`src/common/vint_pkg.sv`:
```
// Vector integer unit shared definitions
// Element widths, operand types and RISC-V vector opcode encodings
`default_nettype none

package vint_pkg;

    localparam int DATA_WIDTH = 32;

    typedef logic [DATA_WIDTH-1:0]   data_t;
    typedef logic [2*DATA_WIDTH-1:0] wide_t;
    // Operand times one byte of the other operand
    typedef logic [DATA_WIDTH+7:0]   partial_t;
    typedef logic [5:0]              funct6_t;
    typedef logic [2:0]              funct3_t;

    // Classes routed to the multi-cycle units
    localparam funct3_t FUNCT3_OPMVV = 3'b010;
    localparam funct3_t FUNCT3_OPMVX = 3'b110;

    // Single-cycle operations
    localparam funct6_t FUNCT6_VADD  = 6'b000000;
    localparam funct6_t FUNCT6_VSUB  = 6'b000010;
    localparam funct6_t FUNCT6_VRSUB = 6'b000011;
    localparam funct6_t FUNCT6_VMINU = 6'b000100;
    localparam funct6_t FUNCT6_VMIN  = 6'b000101;
    localparam funct6_t FUNCT6_VMAXU = 6'b000110;
    localparam funct6_t FUNCT6_VMAX  = 6'b000111;
    localparam funct6_t FUNCT6_VAND  = 6'b001001;
    localparam funct6_t FUNCT6_VOR   = 6'b001010;
    localparam funct6_t FUNCT6_VXOR  = 6'b001011;
    localparam funct6_t FUNCT6_VSLL  = 6'b100101;
    localparam funct6_t FUNCT6_VSRL  = 6'b101000;
    localparam funct6_t FUNCT6_VSRA  = 6'b101001;
    localparam funct6_t FUNCT6_VMV   = 6'b010111;

    // Multiply family, OPMVV and OPMVX only
    localparam funct6_t FUNCT6_VMULHU  = 6'b100100;
    localparam funct6_t FUNCT6_VMUL    = 6'b100101;
    localparam funct6_t FUNCT6_VMULHSU = 6'b100110;
    localparam funct6_t FUNCT6_VMULH   = 6'b100111;

    // Divide family, OPMVV and OPMVX only
    localparam funct6_t FUNCT6_VDIVU = 6'b100000;
    localparam funct6_t FUNCT6_VDIV  = 6'b100001;
    localparam funct6_t FUNCT6_VREMU = 6'b100010;
    localparam funct6_t FUNCT6_VREM  = 6'b100011;

    localparam int DIV_STAGES         = 4;
    localparam int DIV_BITS_PER_STAGE = DATA_WIDTH / DIV_STAGES;

endpackage

`default_nettype wire

```
`src/common/vint_req_if.sv`:
```
// Issued operation as seen by the three execution units
`timescale 1ns/1ps
`default_nettype none

interface vint_req_if;

    logic              alu_valid;
    logic              mul_valid;
    logic              div_valid;
    vint_pkg::funct6_t funct6;
    vint_pkg::data_t   operand_a;
    vint_pkg::data_t   operand_b;
    logic              mask;

    modport issue (output alu_valid, mul_valid, div_valid, funct6, operand_a, operand_b, mask);
    modport alu   (input  alu_valid, mul_valid, div_valid, funct6, operand_a, operand_b, mask);
    modport mul   (input  alu_valid, mul_valid, div_valid, funct6, operand_a, operand_b, mask);
    modport div   (input  alu_valid, mul_valid, div_valid, funct6, operand_a, operand_b, mask);

endinterface

`default_nettype wire

```
`src/mul/vint_mul.sv`:
```
// Three-stage multiplier for the vmul family
// Byte partial products in ex1, summed in ex2, sign fixed in ex3
`timescale 1ns/1ps
`default_nettype none

module vint_mul (
    input  wire logic         clk,
    input  wire logic         rst_n,
    vint_req_if.mul           req,
    output logic              ready_o,
    output vint_pkg::data_t   result_o
);

    localparam int DW = vint_pkg::DATA_WIDTH;

    logic              signed_a;
    logic              signed_b;
    logic              upper;
    logic              sign_ex1;
    vint_pkg::data_t   mag_a;
    vint_pkg::data_t   mag_b;
    vint_pkg::partial_t pp_ex1 [4];

    vint_pkg::partial_t pp_ex2 [4];
    logic              valid_ex2;
    logic              sign_ex2;
    logic              upper_ex2;
    logic              mask_ex2;
    vint_pkg::wide_t   sum_ex2;

    vint_pkg::wide_t   sum_ex3;
    logic              valid_ex3;
    logic              sign_ex3;
    logic              upper_ex3;
    logic              mask_ex3;
    vint_pkg::wide_t   product_ex3;

    //========================================
    // EX1 decode and partial products
    //========================================
    always_comb begin
        signed_a = 1'b0;
        signed_b = 1'b0;
        upper    = 1'b1;
        case (req.funct6)
            vint_pkg::FUNCT6_VMUL: begin
                signed_a = 1'b1;
                signed_b = 1'b1;
                upper    = 1'b0;
            end
            vint_pkg::FUNCT6_VMULH: begin
                signed_a = 1'b1;
                signed_b = 1'b1;
            end
            // b signed, a unsigned
            vint_pkg::FUNCT6_VMULHSU: signed_b = 1'b1;
            default: ;
        endcase
    end

    assign mag_a    = (signed_a && req.operand_a[DW-1]) ? -req.operand_a : req.operand_a;
    assign mag_b    = (signed_b && req.operand_b[DW-1]) ? -req.operand_b : req.operand_b;
    assign sign_ex1 = signed_a ? (req.operand_a[DW-1] ^ req.operand_b[DW-1]) :
                      signed_b ? req.operand_b[DW-1] : 1'b0;

    always_comb begin
        for (int k = 0; k < 4; k++) begin
            pp_ex1[k] = vint_pkg::partial_t'(mag_a) * vint_pkg::partial_t'(mag_b[8*k +: 8]);
        end
    end

    always_ff @(posedge clk) begin
        if (req.mul_valid) begin
            pp_ex2    <= pp_ex1;
            sign_ex2  <= sign_ex1;
            upper_ex2 <= upper;
            mask_ex2  <= req.mask;
        end
    end

    //========================================
    // EX2 partial product sum
    //========================================
    always_comb begin
        sum_ex2 = '0;
        for (int k = 0; k < 4; k++) begin
            sum_ex2 = sum_ex2 + (vint_pkg::wide_t'(pp_ex2[k]) << (8*k));
        end
    end

    always_ff @(posedge clk) begin
        if (valid_ex2) begin
            sum_ex3   <= sum_ex2;
            sign_ex3  <= sign_ex2;
            upper_ex3 <= upper_ex2;
            mask_ex3  <= mask_ex2;
        end
    end

    always_ff @(posedge clk or negedge rst_n) begin
        if (!rst_n) begin
            valid_ex2 <= 1'b0;
            valid_ex3 <= 1'b0;
        end else begin
            valid_ex2 <= req.mul_valid;
            valid_ex3 <= valid_ex2;
        end
    end

    //========================================
    // EX3 sign fix and half select
    //========================================
    assign product_ex3 = sign_ex3 ? -sum_ex3 : sum_ex3;

    assign ready_o  = valid_ex3;
    assign result_o = !mask_ex3 ? '0 :
                      upper_ex3 ? product_ex3[DW +: DW] : product_ex3[0 +: DW];

endmodule

`default_nettype wire

```
`src/flat_wrapper.sv`:
```
// flat-port wrapper written by rule: the top's interface ports become plain ports
module vint_mul_flat 
  (clk, rst_n, ready_o, result_o, req_alu_valid, req_mul_valid, req_div_valid, req_funct6, req_operand_a, req_operand_b, req_mask);
  vint_req_if req_i ();
  input  wire logic clk;
  input  wire logic rst_n;
  output logic ready_o;
  output vint_pkg::data_t result_o;
  input wire logic [$bits(req_i.alu_valid)-1:0] req_alu_valid;
  input wire logic [$bits(req_i.mul_valid)-1:0] req_mul_valid;
  input wire logic [$bits(req_i.div_valid)-1:0] req_div_valid;
  input wire logic [$bits(req_i.funct6)-1:0] req_funct6;
  input wire logic [$bits(req_i.operand_a)-1:0] req_operand_a;
  input wire logic [$bits(req_i.operand_b)-1:0] req_operand_b;
  input wire logic [$bits(req_i.mask)-1:0] req_mask;
  assign req_i.alu_valid = req_alu_valid;
  assign req_i.mul_valid = req_mul_valid;
  assign req_i.div_valid = req_div_valid;
  assign req_i.funct6 = req_funct6;
  assign req_i.operand_a = req_operand_a;
  assign req_i.operand_b = req_operand_b;
  assign req_i.mask = req_mask;
  vint_mul u_core (.clk(clk), .rst_n(rst_n), .req(req_i), .ready_o(ready_o), .result_o(result_o));
endmodule
```
`config.mk`:
```
export PLATFORM = sky130hd
export DESIGN_NAME = vint_mul_flat
export DESIGN_NICKNAME = d
export VERILOG_FILES = /design/src/common/vint_pkg.sv /design/src/common/vint_req_if.sv /design/src/mul/vint_mul.sv /design/src/flat_wrapper.sv
export SDC_FILE = /design/constraint.sdc
export NUM_CORES = 2
export LEC_CHECK = 0
export ABC_AREA = 1
export ABC_CLOCK_PERIOD_IN_PS = 4500
export BUFFER_PORTS_ARGS = -buffer_cell sky130_fd_sc_hd__buf_2
export CORE_ASPECT_RATIO = 1.5
export CORE_MARGIN = 2
export CORE_UTILIZATION = 25
export DETAILED_ROUTE_END_ITERATION = 16
export GPL_TIMING_DRIVEN = 0
export PLACE_DENSITY_LB_ADDON = 0.2
export SYNTH_ARGS = -nofsm -noshare
export SYNTH_HDL_FRONTEND = slang
export SYNTH_SLANG_ARGS = --single-unit
```
`constraint.sdc`:
```
create_clock -name clk -period 4.5 [get_ports clk]
set_clock_uncertainty 0.15 [all_clocks]
set_input_delay 0.225 -clock clk [delete_from_list [all_inputs] [get_ports clk]]
set_output_delay 0.225 -clock clk [all_outputs]
set_load 0.01 [all_outputs]
```
# Word-level counts from Yosys, hierarchy flattened
# Index checks and enable logic that the tools add are counted.
[classes]
mux = 10
n_reduce_logical = 4
eq_ne = 3
n_bitwise = 1
n_addsub = 6
n_mul = 4
[op_table]
columns = ["cell", "n"]
rows = [
  ["32-bit by 8-bit multiplier with 40-bit output", 4],
  ["32-bit 2-to-1 mux", 4],
  ["64-bit by 56-bit adder with 64-bit output", 1],
  ["64-bit adder", 1],
  ["64-bit 2-to-1 mux", 1],
  ["32-bit negation", 2],
  ["64-bit negation", 1],
  ["40-bit by 48-bit adder with 49-bit output", 1],
  ["6-bit equality test, second input constant", 3],
  ["1-bit 2-to-1 mux", 5],
  ["3-bit OR reduction", 1],
  ["1-bit logical AND", 2],
  ["2-bit OR reduction", 1],
  ["1-bit XOR", 1],
]
[totals]
word_cells = 41
out_inout_bits = 33
reg_bits = 232
in_bits = 76

# Depth between registers and ports, before layout
[logic_depth]
word_depth = 6
ltp_mapped = 35
depth_no_buf = 32

# Worst setup path after synthesis
# No wires, ideal clock.
[synth_path]
path_type = "in2reg"
start = "in req_operand_b[0]"
end = "reg u_core.pp_ex2[75] (netlist name), data pin"
cell_stages = 28
setup_ns = 0.252
slack_ns = -1.438
arrival_time_ns = 5.536
required_ns = 4.098
path_buffers = 3
path_cell_list = "inv_2 > clkbuf_1 > clkbuf_1 > ha_1 > nand3_1 > nor2_2 > nand2_1 > o21ai_2 > nand2_1 > nand2_1 > nand2_1 > inv_1 > buf_2 > nor2_1 > fa_1 > fa_1 > inv_1 > fa_1 > fa_1 > inv_1 > ha_1 > nand2_1 > o21ai_0 > a21oi_1 > o21ai_0 > nand2_1 > nand3_1 > nand2_1"
[synth_lines]
columns = ["element", "line_no", "text"]
rows = [
  ["start: declaration", "flat_wrapper.sv:14", "input wire logic [$bits(req_i.operand_b)-1:0] req_operand_b;"],
  ["end signal: assignment", "vint_mul.sv:74", "pp_ex2 <= pp_ex1;"],
  ["end: declaration", "vint_mul.sv:24", "vint_pkg::partial_t pp_ex2 [4];"],
]

==> impl_metrics.py <==
metrics = {
    "worst_hold_path": {
        "min_from": "req_funct6[0]",
        "hold_end": "u_core.sign_ex2",
        "whs_path_depth": 3,
        "hp-class": "in2reg",
    },
    "clock_tree": {
        "clock-sinks": 232,
        "clockBufferDepth": 3,
        "clk-insertion-delay-late_ns": 0.59,
        "cts_buffers": 23,
        "path_clk_slew_ns": 0.07,
        "root_buffer": "clkbuf_16",
        "cts_max_level": 1,
        "cts_tree": "done",
    },
    "status": {
        "violations": "setup timing",
        "status": "complete, but fails checks",
    },
    "floorplanning": {
        "die-width_um": 371,
        "die_h_um": 554,
        "rows": 201,
        "core_area_um2": 200000,
        "die_area_um2": 205000,
        "start_util_pct": 25.2,
        "io_pins": 109,
    },
    "timing": {
        "rsz0062_at_grt": "yes",
        "fmax_mhz": 188,
        "worst_hold_slack_ns": 0.0769,
        "hold_violations": 0,
        "finalCritPeriodShare_pct": 118,
        "timing.final.ws_setup_ns": -0.823,
        "fin_crit_ns": 5.32,
        "slew_headroom_pct": 35.5,
        "tightest_slew_ns": 0.968,
        "setup_violations": 160,
        "finalMaxSlewViolations": 0,
    },
    "placed_design": {
        "gp_congestion": 0.964,
        "portBuffers": 106,
        "post-dp-hpwl_um": 196000,
    },
    "yosys": {
        "syn_nets": 8156,
        "synth-edff-count": 230,
        "synth_flop_cell": "edfxtp_1",
        "ys_warn_count": 0,
        "ys_async_sr_fraction_pct": 0.862,
        "syn_inst": 7003,
        "synth-seq-cells": 232,
        "ys_types": 47,
        "syn_avg_cell_area_um2": 7.19,
        "synth_seq_area_share_pct": 13.8,
        "syn-cell-area_um2": 50400,
    },
    "final_layout": {
        "syn2layout_area_growth_pct": 28.0,
        "num-fill-cells": 21700,
        "fin_nets": 8513,
        "drive_above_1_share_pct": 21.9,
    },
    "detailed_routing": {
        "drc_errors": 0,
        "viasPerCell": 4.72,
        "vias": 47300,
        "wl_met2_um": 117000,
        "drt_iter0_markers": 2922,
        "dr_wl_met3_um": 7720,
        "detail-route-antenna-nets": 0,
        "routedWlPerCell_um": 22.9,
        "top_layer": "met4",
        "dr.pass1.iters": 6,
        "wirelength_um": 229000,
        "wl_met1_um": 85600,
    },
    "critical_path": {
        "start_kind": "input pin",
        "crit_buf_inv": 10,
        "crit_top_cell": "nor2_4",
        "critPathLaunch": "req_operand_a[0]",
        "critPathKind": "in2reg",
        "crit_path_end_kind": "flip-flop",
        "cpMaxStageDelayCell": "fa_1",
        "r2r_cells": 21,
        "r2r-start": "u_core.pp_ex2[128]",
        "required_ns": 4.67,
        "crit_fanout": 5,
        "r2r_slack_ns": -0.34,
        "worst_path_dominant_cell_family": "adder cells",
        "critPathMaxStageDelay_ns": 0.53,
        "critPathArrivalTime_ns": 5.49,
        "rr_endpoint": "u_core.sum_ex3[54]",
    },
    "global_routing": {
        "grt_pass1_wl_um": 329000,
        "grt_pass1_vias": 49300,
        "grt_antenna_before_repair": 3,
        "grtUsageTotal_pct": 22.0,
        "grt_start_max_net_pins": 114,
        "overflow": 0,
    },
    "flow_run": {
        "max_cap_viol_count": 0,
    },
}
## layout make-up
| cell class | count | area (µm²) | area share, % |
|---|---|---|---|
| Multi-Input combinational cell | 5243 | 43500 | 67.5 |
| Sequential cell | 232 | 6960 | 10.8 |
| Inverter | 1351 | 5270 | 8.17 |
| Tap cell | 2639 | 3300 | 5.12 |
| Timing Repair Buffer | 334 | 2810 | 4.36 |
| Buffer | 175 | 1900 | 2.94 |
| Clock buffer | 27 | 591 | 0.916 |
| Clock inverter | 14 | 138 | 0.213 |
| Antenna cell | 2 | 5.00 | 0.00776 |
## layer usage
| layer | track usage (%) | vias to the layer above |
|---|---|---|
| met2 | 40.1 | 1343 |
| met5 | 0 | - |
| li1 | - | 22100 |
| met1 | 24.4 | 23400 |
| met3 | 1.25 | 459 |
| met4 | 14.6 | 0 |
## cell usage in the layout (no fill, tap or decap), drive strengths merged, types with 4 or more instances in the layout
cell type,instances
a21boi,8
a21o,10
a21oi,323
a31oi,15
buf,462
clkbuf,70
clkinv,11
clkinvlp,5
dlygate4sd3,4
edfxtp,230
fa,747
ha,330
inv,1348
nand2,1612
nand3,316
nand3b,20
nand4,46
nor2,1305
nor3,66
nor4,7
o21a,18
o21ai,220
o21bai,16
o31ai,6
or2,9
xnor2,45
xor2,118
## flip-flops by register name, summed over array words and instances (netlist names)
name	flops
u_core.mask_ex3	1
u_core.upper_ex3	1
u_core.mask_ex2	1
u_core.sign_ex2	1
u_core.sum_ex3	64
u_core.upper_ex2	1
u_core.pp_ex2	160
u_core.sign_ex3	1
u_core.valid_ex2	1
u_core.ready_o	1
## per-stage QoR
step	instances	TNS, ns	cell area [µm²]	worst slack (ns)	util (%)
5_1_grt	10000	-115.03	64500	-0.990	32.2
2_1_floorplan	7003	-59.88	53200	-0.625	-
6_report	10000	-79.21	64500	-0.823	32.2
3_3_place_gp	9748	-346.86	57100	-3.00	28.5
3_5_place_dp	9750	-345.31	57100	-3.00	28.5
4_1_cts	9945	-74.78	62400	-0.723	31.2
## worst max path at each step
stage	to	depth (start not counted)
floorplan	u_core.pp_ex2[69]	28
global placement	u_core.pp_ex2[154]	30
detailed placement	u_core.pp_ex2[153]	28
CTS	u_core.pp_ex2[78]	29
global route	u_core.pp_ex2[79]	32
finish	u_core.pp_ex2[79]	32
## cells by family after synthesis
logic type	Yosys count	share of synthesized area, %
and+or+nand+nor	3384	26.9
AOI/OAI and AO/OA	619	6.58
buffers and inverters	1528	11.8
adders and majority gates	1077	37.9
xor gates and xnor gates	163	3.06
DFF	232	13.8
## synth_stat cells, types with 14 or more instances
| cell | number | area (µm²) |
|---|---|---|
| o21ai_0 | 203 | 1020 |
| edfxtp_1 | 230 | 6910 |
| fa_1 | 747 | 15000 |
| ha_1 | 330 | 4130 |
| nor3_1 | 64 | 320 |
| xor2_1 | 109 | 955 |
| nand4_1 | 46 | 288 |
| nor2_1 | 1293 | 4850 |
| inv_1 | 1305 | 4900 |
| a31oi_1 | 15 | 93.8 |
| a21oi_1 | 321 | 1610 |
| buf_2 | 116 | 581 |
| nand3_1 | 314 | 1570 |
| o21a_1 | 18 | 135 |
| o21bai_1 | 16 | 120 |
| inv_2 | 43 | 161 |
| nand2_1 | 1598 | 6000 |
| xnor2_1 | 42 | 368 |
| clkbuf_1 | 41 | 154 |
| nand3b_1 | 20 | 150 |
| nand2_2 | 14 | 87.6 |
## worst reg2reg max path, delay by kind of cell, from the launching register on
kind	cells	cell delay, ns
fa+ha+maj	4	1.54
flops	1	0.37
compound gates	3	0.65
buf+inv	3	0.19
simple gates	11	1.67
## repair_timing
item	CTS	global route
endpoints found under the hold margin	54	0
pin swaps	200	212
hold buffers	4	0
cloned	2	4
gates resized for setup	808	374
setup buffers	150	67
endpoints found under the setup margin	180	174
Power is left out: the tool's default activity adds up to more than one toggle a clock period on the data nets, which glitch-free logic cannot reach.
