### src/common/vint_pkg.sv
// Vector integer unit shared definitions
// Element widths, operand types and RISC-V vector opcode encodings
`default_nettype none

package vint_pkg;

    localparam int DATA_WIDTH = 32;

    typedef logic [DATA_WIDTH-1:0]   data_t;
    typedef logic [2*DATA_WIDTH-1:0] wide_t;
    // Operand times one byte of the other operand
    typedef logic [DATA_WIDTH+7:0]   partial_t;
    typedef logic [5:0]              funct6_t;
    typedef logic [2:0]              funct3_t;

    // Classes routed to the multi-cycle units
    localparam funct3_t FUNCT3_OPMVV = 3'b010;
    localparam funct3_t FUNCT3_OPMVX = 3'b110;

    // Single-cycle operations
    localparam funct6_t FUNCT6_VADD  = 6'b000000;
    localparam funct6_t FUNCT6_VSUB  = 6'b000010;
    localparam funct6_t FUNCT6_VRSUB = 6'b000011;
    localparam funct6_t FUNCT6_VMINU = 6'b000100;
    localparam funct6_t FUNCT6_VMIN  = 6'b000101;
    localparam funct6_t FUNCT6_VMAXU = 6'b000110;
    localparam funct6_t FUNCT6_VMAX  = 6'b000111;
    localparam funct6_t FUNCT6_VAND  = 6'b001001;
    localparam funct6_t FUNCT6_VOR   = 6'b001010;
    localparam funct6_t FUNCT6_VXOR  = 6'b001011;
    localparam funct6_t FUNCT6_VSLL  = 6'b100101;
    localparam funct6_t FUNCT6_VSRL  = 6'b101000;
    localparam funct6_t FUNCT6_VSRA  = 6'b101001;
    localparam funct6_t FUNCT6_VMV   = 6'b010111;

    // Multiply family, OPMVV and OPMVX only
    localparam funct6_t FUNCT6_VMULHU  = 6'b100100;
    localparam funct6_t FUNCT6_VMUL    = 6'b100101;
    localparam funct6_t FUNCT6_VMULHSU = 6'b100110;
    localparam funct6_t FUNCT6_VMULH   = 6'b100111;

    // Divide family, OPMVV and OPMVX only
    localparam funct6_t FUNCT6_VDIVU = 6'b100000;
    localparam funct6_t FUNCT6_VDIV  = 6'b100001;
    localparam funct6_t FUNCT6_VREMU = 6'b100010;
    localparam funct6_t FUNCT6_VREM  = 6'b100011;

    localparam int DIV_STAGES         = 4;
    localparam int DIV_BITS_PER_STAGE = DATA_WIDTH / DIV_STAGES;

endpackage

`default_nettype wire

### src/common/vint_req_if.sv
// Issued operation as seen by the three execution units
`timescale 1ns/1ps
`default_nettype none

interface vint_req_if;

    logic              alu_valid;
    logic              mul_valid;
    logic              div_valid;
    vint_pkg::funct6_t funct6;
    vint_pkg::data_t   operand_a;
    vint_pkg::data_t   operand_b;
    logic              mask;

    modport issue (output alu_valid, mul_valid, div_valid, funct6, operand_a, operand_b, mask);
    modport alu   (input  alu_valid, mul_valid, div_valid, funct6, operand_a, operand_b, mask);
    modport mul   (input  alu_valid, mul_valid, div_valid, funct6, operand_a, operand_b, mask);
    modport div   (input  alu_valid, mul_valid, div_valid, funct6, operand_a, operand_b, mask);

endinterface

`default_nettype wire

### src/div/vint_div.sv
// Four-stage divider for the vdiv family
// Works on magnitudes, restores the signs after the last step
`timescale 1ns/1ps
`default_nettype none

module vint_div (
    input  wire logic         clk,
    input  wire logic         rst_n,
    vint_req_if.div           req,
    output logic              ready_o,
    output vint_pkg::data_t   result_o
);

    localparam int DW     = vint_pkg::DATA_WIDTH;
    localparam int STAGES = vint_pkg::DIV_STAGES;

    logic            signed_op;
    logic            rem_op;

    // Index s holds the inputs of step s
    vint_pkg::data_t quot_in  [STAGES];
    vint_pkg::data_t rem_in   [STAGES];
    vint_pkg::data_t divisor  [STAGES];
    vint_pkg::data_t quot_out [STAGES];
    vint_pkg::data_t rem_out  [STAGES];
    logic            valid_s  [STAGES];
    logic            qsign_s  [STAGES];
    logic            rsign_s  [STAGES];
    logic            rsel_s   [STAGES];
    logic            mask_s   [STAGES];

    vint_pkg::data_t quot_final;
    vint_pkg::data_t rem_final;

    always_comb begin
        case (req.funct6)
            vint_pkg::FUNCT6_VDIV:  {signed_op, rem_op} = 2'b10;
            vint_pkg::FUNCT6_VREM:  {signed_op, rem_op} = 2'b11;
            vint_pkg::FUNCT6_VREMU: {signed_op, rem_op} = 2'b01;
            default:                {signed_op, rem_op} = 2'b00;
        endcase
    end

    //========================================
    // EX1 operand magnitudes
    //========================================
    // Dividend is b, divisor is a
    assign quot_in[0] = (signed_op && req.operand_b[DW-1]) ? -req.operand_b : req.operand_b;
    assign divisor[0] = (signed_op && req.operand_a[DW-1]) ? -req.operand_a : req.operand_a;
    assign rem_in[0]  = '0;
    assign valid_s[0] = req.div_valid;
    assign qsign_s[0] = signed_op & (req.operand_a[DW-1] ^ req.operand_b[DW-1]);
    assign rsign_s[0] = signed_op & req.operand_b[DW-1];
    assign rsel_s[0]  = rem_op;
    assign mask_s[0]  = req.mask;

    //========================================
    // Steps and stage registers
    //========================================
    for (genvar s = 0; s < STAGES; s++) begin : g_stage
        vint_div_step u_step (
            .quotient_i  (quot_in[s]),
            .remainder_i (rem_in[s]),
            .divisor_i   (divisor[s]),
            .quotient_o  (quot_out[s]),
            .remainder_o (rem_out[s])
        );

        if (s < STAGES-1) begin : g_reg
            always_ff @(posedge clk) begin
                if (valid_s[s]) begin
                    quot_in[s+1] <= quot_out[s];
                    rem_in[s+1]  <= rem_out[s];
                    divisor[s+1] <= divisor[s];
                    qsign_s[s+1] <= qsign_s[s];
                    rsign_s[s+1] <= rsign_s[s];
                    rsel_s[s+1]  <= rsel_s[s];
                    mask_s[s+1]  <= mask_s[s];
                end
            end

            always_ff @(posedge clk or negedge rst_n) begin
                if (!rst_n) begin
                    valid_s[s+1] <= 1'b0;
                end else begin
                    valid_s[s+1] <= valid_s[s];
                end
            end
        end
    end

    //========================================
    // EX4 sign correction
    //========================================
    assign quot_final = qsign_s[STAGES-1] ? -quot_out[STAGES-1] : quot_out[STAGES-1];
    assign rem_final  = rsign_s[STAGES-1] ? -rem_out[STAGES-1]  : rem_out[STAGES-1];

    assign ready_o  = valid_s[STAGES-1];
    assign result_o = !mask_s[STAGES-1] ? '0 :
                      rsel_s[STAGES-1]  ? rem_final : quot_final;

endmodule

`default_nettype wire

### src/div/vint_div_step.sv
// One divider stage, eight shift-and-subtract iterations
`timescale 1ns/1ps
`default_nettype none

module vint_div_step (
    input  wire vint_pkg::data_t quotient_i,
    input  wire vint_pkg::data_t remainder_i,
    input  wire vint_pkg::data_t divisor_i,
    output vint_pkg::data_t      quotient_o,
    output vint_pkg::data_t      remainder_o
);

    localparam int DW = vint_pkg::DATA_WIDTH;

    always_comb begin
        logic [DW:0]     shifted;
        vint_pkg::data_t quot;
        vint_pkg::data_t rem;

        quot = quotient_i;
        rem  = remainder_i;
        for (int i = 0; i < vint_pkg::DIV_BITS_PER_STAGE; i++) begin
            // Extra bit keeps divisors above 2^31 exact
            shifted = {rem, quot[DW-1]};
            quot    = quot << 1;
            if (shifted >= {1'b0, divisor_i}) begin
                shifted = shifted - {1'b0, divisor_i};
                quot[0] = 1'b1;
            end
            rem = shifted[DW-1:0];
        end
        quotient_o  = quot;
        remainder_o = rem;
    end

endmodule

`default_nettype wire

### src/flat_wrapper.sv
// flat-port wrapper written by rule: the top's interface ports become plain ports
module vint_div_flat 
  (clk, rst_n, ready_o, result_o, req_alu_valid, req_mul_valid, req_div_valid, req_funct6, req_operand_a, req_operand_b, req_mask);
  vint_req_if req_i ();
  input  wire logic clk;
  input  wire logic rst_n;
  output logic ready_o;
  output vint_pkg::data_t result_o;
  input wire logic [$bits(req_i.alu_valid)-1:0] req_alu_valid;
  input wire logic [$bits(req_i.mul_valid)-1:0] req_mul_valid;
  input wire logic [$bits(req_i.div_valid)-1:0] req_div_valid;
  input wire logic [$bits(req_i.funct6)-1:0] req_funct6;
  input wire logic [$bits(req_i.operand_a)-1:0] req_operand_a;
  input wire logic [$bits(req_i.operand_b)-1:0] req_operand_b;
  input wire logic [$bits(req_i.mask)-1:0] req_mask;
  assign req_i.alu_valid = req_alu_valid;
  assign req_i.mul_valid = req_mul_valid;
  assign req_i.div_valid = req_div_valid;
  assign req_i.funct6 = req_funct6;
  assign req_i.operand_a = req_operand_a;
  assign req_i.operand_b = req_operand_b;
  assign req_i.mask = req_mask;
  vint_div u_core (.clk(clk), .rst_n(rst_n), .req(req_i), .ready_o(ready_o), .result_o(result_o));
endmodule
### config.mk
export PLATFORM = sky130hd
export DESIGN_NAME = vint_div_flat
export DESIGN_NICKNAME = d
export VERILOG_FILES = /design/src/common/vint_pkg.sv /design/src/common/vint_req_if.sv /design/src/div/vint_div.sv /design/src/div/vint_div_step.sv /design/src/flat_wrapper.sv
export SDC_FILE = /design/constraint.sdc
export NUM_CORES = 2
export LEC_CHECK = 0
export BUFFER_PORTS_ARGS = -buffer_cell sky130_fd_sc_hd__buf_2
export CORE_UTILIZATION = 35
export DETAILED_ROUTE_END_ITERATION = 12
export SYNTH_ARGS = -nofsm -noshare
export SYNTH_HDL_FRONTEND = slang
export SYNTH_SLANG_ARGS = --single-unit
### constraint.sdc
create_clock -name clk -period 32.3 [get_ports clk]
set_input_delay 4.845 -clock clk [delete_from_list [all_inputs] [get_ports clk]]
set_output_delay 4.845 -clock clk [all_outputs]
set_load 0.02 [all_outputs]
; Yosys cells after proc, flatten, opt, wreduce, memory -nomap -nowiden
; Cells that the tools add are included.
[word_totals]
word_cells = 174
register_bits = 303
[classes]
magnitude_cmp = 32
eq_ne = 3
n_reduce_logical = 4
muxes = 72
bitwise_logic = 3
addsub = 36
[ops]
columns = cell, count
row1 = 32-bit two-way mux, 38
row2 = 33-bit by 32-bit >= comparator with 1-bit output, 31
row3 = 32-bit subtractor, 31
row4 = 32-bit negation, 4
row5 = 1-bit two-way mux, 34
row6 = 1-bit by 32-bit >= comparator with 1-bit output, 1
row7 = 1-bit by 32-bit subtractor with 32-bit output, 1
row8 = "6-bit == test, second input constant", 3
row9 = 2-bit OR reduction, 2
row10 = 1-bit AND, 2
row11 = 1-bit logical AND, 2
row12 = 1-bit bitwise XOR, 1

; Logic depth before layout (Yosys ltp)
[logic_depth]
ltp_word = 21
depth_mapped = 156
ltp_nobuf = 142

; By module
; From an unflattened synthesis, not the netlist that was laid out.
[hier_totals]
cells_unflattened = 9774
area_unflattened_um2 = 76424.5
[modules_own_cells]
columns = mod, instances, cells_each, area_per_inst_um2
row1 = vint_div_step at u_core.g_stage[0].u_step ..., 2, 2238, 15915.3
row2 = vint_div_step at u_core.g_stage[3].u_step, 1, 2292, 16414.5
row3 = vint_div_step at u_core.g_stage[1].u_step, 1, 2241, 15875.2
row4 = vint_div, 1, 765, 12304.3

; Worst setup path after synthesis
; No wires, ideal clock.
[synth_timing]
path_type = flip-flop to output port
start = register u_core.divisor[1] in the netlist's numbering
end = output port result_o[20]
arrival_time_ps = 29200
stages_incl_launch_ff = 129
n_path_buf = 29
required_ps = 27455
path_slack_ps = -1745
path_cell_list = edfxtp_1 -> inv_1 -> ha_1 -> nand2b_1 -> a211oi_1 -> o2111ai_1 -> a211oi_2 -> or3_1 -> buf_2 -> clkbuf_1 -> clkbuf_1 -> clkbuf_1 -> buf_1 -> a21oi_1 -> ha_1 -> and3_1 -> and3_1 -> o311ai_0 -> (+93 left out) -> a311oi_1 -> o21bai_1 -> a311o_1 -> a21oi_1 -> o21ai_0 -> a31oi_1 -> nand4_1 -> inv_1 -> clkbuf_1 -> buf_2 -> buf_1 -> ha_1 -> nand4_1 -> or4_1 -> or3_1 -> o31ai_1 -> xor2_1 -> a2111oi_0
[synth_via]
elab_chain_len = 20
[synth_rtl]
columns = item, line_no
row1 = from (decl), vint_div.sv:23  ; vint_pkg::data_t divisor [STAGES];
row2 = "from (signal, indexed assignment)", vint_div.sv:74  ; divisor[s+1] <= divisor[s];
row3 = 32-bit subtractor or 33-bit by 32-bit >= comparator with 1-bit output (tied branches), "vint_div_step.sv:27, vint_div_step.sv:26"
row4 = 32-bit two-way mux, vint_div_step.sv:26  ; if (shifted >= {1'b0, divisor_i}) begin
row5 = 32-bit subtractor or 33-bit by 32-bit >= comparator with 1-bit output (tied branches), "vint_div_step.sv:27, vint_div_step.sv:26"
row6 = 32-bit two-way mux, vint_div_step.sv:26
row7 = 32-bit subtractor or 33-bit by 32-bit >= comparator with 1-bit output (tied branches), "vint_div_step.sv:27, vint_div_step.sv:26"
row8 = 32-bit two-way mux, vint_div_step.sv:26
row9 = 32-bit subtractor or 33-bit by 32-bit >= comparator with 1-bit output (tied branches), "vint_div_step.sv:27, vint_div_step.sv:26"
row10 = 32-bit two-way mux, vint_div_step.sv:26
row11 = (+4 left out), n/a
row12 = 32-bit subtractor or 33-bit by 32-bit >= comparator with 1-bit output (tied branches), "vint_div_step.sv:27, vint_div_step.sv:26"
row13 = 32-bit two-way mux, vint_div_step.sv:26
row14 = 32-bit subtractor or 33-bit by 32-bit >= comparator with 1-bit output (tied branches), "vint_div_step.sv:27, vint_div_step.sv:26"
row15 = 32-bit two-way mux or 1-bit two-way mux (tied branches), vint_div_step.sv:26
row16 = "32-bit negation, on equally long branches", "vint_div.sv:96, vint_div.sv:95"
row17 = "32-bit two-way mux, on equally long branches", "vint_div.sv:96, vint_div.sv:95"
row18 = 32-bit two-way mux *, vint_div.sv:100  ; rsel_s[STAGES-1] ? rem_final : quot_final;
row19 = 32-bit two-way mux *, vint_div.sv:99  ; assign result_o = !mask_s[STAGES-1] ? '0 :
row20 = to (decl), flat_wrapper.sv:8  ; output vint_pkg::data_t result_o;
; Mark *: on every way between the ends. The rest lies on a longest branch, timed or not.

; Worst setup path in the final report
[layout_timing]
start = register u_core.rem_in[29] in the netlist's numbering
end = output port result_o[30]
[layout_via]
elab_chain_len = 20
[layout_rtl]
columns = item, line_no
row1 = from (decl), vint_div.sv:22  ; vint_pkg::data_t rem_in [STAGES];
row2 = "from (signal, indexed assignment)", vint_div.sv:73  ; rem_in[s+1] <= rem_out[s];
row3 = 32-bit subtractor or 33-bit by 32-bit >= comparator with 1-bit output (tied branches), "vint_div_step.sv:27, vint_div_step.sv:26"
row4 = 32-bit two-way mux, vint_div_step.sv:26
row5 = 32-bit subtractor or 33-bit by 32-bit >= comparator with 1-bit output (tied branches), "vint_div_step.sv:27, vint_div_step.sv:26"
row6 = 32-bit two-way mux, vint_div_step.sv:26
row7 = 33-bit by 32-bit >= comparator with 1-bit output or 32-bit subtractor (tied branches), "vint_div_step.sv:26, vint_div_step.sv:27"
row8 = 32-bit two-way mux, vint_div_step.sv:26
row9 = 32-bit subtractor or 33-bit by 32-bit >= comparator with 1-bit output (tied branches), "vint_div_step.sv:27, vint_div_step.sv:26"
row10 = 32-bit two-way mux, vint_div_step.sv:26
row11 = (+4 left out), n/a
row12 = 32-bit subtractor or 33-bit by 32-bit >= comparator with 1-bit output (tied branches), "vint_div_step.sv:27, vint_div_step.sv:26"
row13 = 32-bit two-way mux, vint_div_step.sv:26
row14 = 32-bit subtractor or 33-bit by 32-bit >= comparator with 1-bit output (tied branches), "vint_div_step.sv:27, vint_div_step.sv:26"
row15 = 32-bit two-way mux or 1-bit two-way mux (tied branches), vint_div_step.sv:26
row16 = "32-bit negation, on equally long branches", "vint_div.sv:96, vint_div.sv:95"
row17 = "32-bit two-way mux, on equally long branches", "vint_div.sv:96, vint_div.sv:95"
row18 = 32-bit two-way mux *, vint_div.sv:100
row19 = 32-bit two-way mux *, vint_div.sv:99
; Marked as above.

==> results.cfg <==
[die]
coreArea_sq_um = 207000
io_pins = 109
rows = 167
die_y_microns = 458
die_area_sq_um = 210000
start_util_pct = 35.2
die_w_microns = 458

[logic_synthesis]
synth_cell_type_count = 121
ys_seq_area_share_pct = 12.5
ys_ff_latch = 303
syn_area_sq_um = 72800
syn_inst = 9441
syn_nets = 10500
synthArstFlopShare_pct = 0.990
synth_area_per_cell_sq_um = 7.71
yosysWarnings = 0
synth_top_flop_cell = edfxtp_1
synth_edf_count = 300

[setup_path]
cp.required_ps = 27450
crit_path_end_kind = primary output
worstPathArrival_ps = 26330
r2r_end = u_core.rem_in[60]
cp-startpoint = u_core.rem_in[29]
reg2reg_from = u_core.divisor[65]
cpMaxStageDelayCell = or4_4
path_max_fanout = 20
cpPeakStageDelay_ps = 540
cp-start-kind = flip-flop
reg2reg_setup_slack_ps = 1890
reg2reg_depth = 131
critPathKind = flip-flop to primary output
crit_top_cell = buf_4

[routing]
wire_per_inst_microns = 21.7
wl_microns = 298000
vias_per_cell = 5.79
top_layer = met5
met1_length_microns = 127000
route.detailed.drc = 0
via_count = 79700
wl_met3_microns = 18400
first_pass_iters = 8
wl_met2_microns = 135000
ant_nets = 0
drt-initial-drc-count = 6492

[global_routing]
grt_pass1_vias = 76000
grt_overflow = 0
antenna_found_initial = 11
grt_pass1_wl_microns = 446000
track_usage_pct = 27.2
grt_max_degree = 68

[cells_and_area]
fillCellCount = 20700
final_common_cell = buf_4
drive_gt1_share_pct = 22.9
seqCellArea_sq_um = 9090
final_cell_mix = buf_4, ha_1, a21oi_1
stdcell_area_sq_um = 90400
area_delta_synth_final_pct = 24.2
design.final.nets = 12100
multi_input_area_sq_um = 61300

[timing]
slew_violations = 0
worstMarginPinSlew_ps = 940
fin_crit_ps = 31180
fmax_mhz = 32.1
period_share_pct = 96.5
slew_headroom_pct = 37.1
setup_violations = 0
hold_viol_final = 0
skew_ps = 27.1
fin_hold_ws_ps = 411

[placed_design]
place_area_sq_um = 88200
gp_congestion = 1.01
io_buffers = 106
hpwl_microns = 248000

[min_path]
hold_path.class = flip-flop to flip-flop
min_path_cells = 0
hold_start = u_core.quot_in[50]
hold_path_end = u_core.quot_in[26]

[cts]
cts.clk_slew.worst_paths_ps = 60
cts-buffers-inserted = 40
cts-root-buf = clkbuf_16
cts.path.max_buffers = 3
ctsHoldBuffers = 0
cts_tree = done
cts.sinks = 303
insertion_delay_ps = 620
htreeDepth = 2

[outcome]
status = finished clean

[job]
cap_violations = 0
[final cells by class]
type | instances | share of cell area, %
diodes | 5 | 0.0138
multi-input cells | 8328 | 67.7
flip-flops and latches | 303 | 10.1
clock inverters | 31 | 0.400
inverters | 585 | 2.43
well taps | 2704 | 3.74
repair buffers | 1750 | 14.5
clock buffers | 41 | 1.11
[flip-flops by register name (all words and copies together), names as in the netlist]
| name | cells |
|---|---|
| u_core.ready_o | 1 |
| u_core.rsel_s | 3 |
| u_core.rem_in | 96 |
| u_core.divisor | 96 |
| u_core.valid_s | 2 |
| u_core.quot_in | 96 |
| u_core.mask_s | 3 |
| u_core.rsign_s | 3 |
| u_core.qsign_s | 3 |
[critical path: cells and delay by family (launching register included)]
family / cells / cell delay, ps
simple gates: 28 / 6490
buf+inv: 18 / 3020
compound gates: 52 / 11260
fa+ha+maj: 9 / 2730
flops: 1 / 440
mux: 4 / 1350
xor+xnor: 2 / 310
[Yosys cell counts, types with 19 or more instances]
cell type / n / area share [%]
buf_2: 50 / 0.34
xor2_1: 280 / 3.4
nor2b_1: 123 / 1.1
and4_1: 19 / 0.23
a2111oi_0: 37 / 0.45
a21o_1: 382 / 3.9
mux2i_1: 129 / 1.8
nand3b_1: 32 / 0.33
edfxtp_1: 300 / 12
o211ai_1: 100 / 1.0
nor4_1: 87 / 0.75
and2_1: 59 / 0.51
xnor2_1: 582 / 7.0
or2_2: 55 / 0.47
fa_1: 31 / 0.85
o2111ai_1: 22 / 0.26
a221o_1: 22 / 0.30
a21boi_0: 81 / 0.84
ha_1: 998 / 17
o21ai_0: 520 / 3.6
or3_1: 103 / 0.88
nand3_1: 298 / 2.0
o221ai_1: 48 / 0.58
o41ai_1: 22 / 0.26
o31ai_1: 87 / 0.90
mux2_2: 440 / 6.8
nor3_1: 193 / 1.3
a211o_1: 26 / 0.31
a211oi_1: 90 / 0.93
o21bai_1: 142 / 1.5
inv_1: 572 / 2.9
and3_1: 102 / 0.88
or4_1: 19 / 0.20
nand2_1: 795 / 4.1
o311ai_0: 20 / 0.24
clkbuf_1: 123 / 0.63
o21a_1: 155 / 1.6
o22ai_1: 27 / 0.23
o31a_1: 31 / 0.37
nand2b_1: 140 / 1.2
nand4_1: 162 / 1.4
a31oi_1: 83 / 0.71
buf_1: 26 / 0.13
nor2_1: 709 / 3.7
a21oi_1: 828 / 5.7
[routing by layer]
metal  up-vias  track usage [%]
li1      38400                -
met1     37900             34.9
met2      2727             45.2
met3       600             2.84
met4         4             13.2
met5         -                0
[cell families (layout without fill, tap and decap cells)]
logic type	Yosys count	after routing	synth area share (%)
mux	572	572	8.64
flops	303	303	12.5
xor+xnor	862	862	10.4
compound gates	2910	2910	26.3
other cells	0	5	0
simple gates	2955	2955	19.8
fa+ha+maj	1029	1029	18.0
buf+inv	810	2407	4.41
[timing repair]
action                     4_1_cts  5_1_grt
gates resized for setup         13      188
setup endpoints to repair       37      131
pin swaps                        3       43
buffers inserted                 3       16
[how the worst max path moves through the flow]
| stage | to | cells past startpoint | slack (ps) |
|---|---|---|---|
| 2_1_floorplan | result_o[30] | 131 | 30 |
| 3_3_place_gp | u_core.rem_in[81] | 142 | -1180 |
| 3_5_place_dp | u_core.rem_in[65] | 141 | -1230 |
| 4_1_cts | u_core.rem_in[90] | 142 | 20 |
| 5_1_grt | u_core.rem_in[92] | 144 | -170 |
| 6_report | result_o[30] | 113 | 1120 |
[through the flow]
step           setup TNS [ps]  utilization, %  worst slack (ps)  cells
2_1_floorplan               0               -              25.4   9441
3_3_place_gp           -37220            42.7             -1180  13700
3_5_place_dp           -38840            42.7             -1230  13700
4_1_cts                     0            43.4              17.3  13700
5_1_grt                 -2740            43.7              -169  13700
6_report                    0            43.7              1120  13700
Power is not shown: default switching activity piles up to over one toggle a cycle in this logic, so the estimate is an artifact.
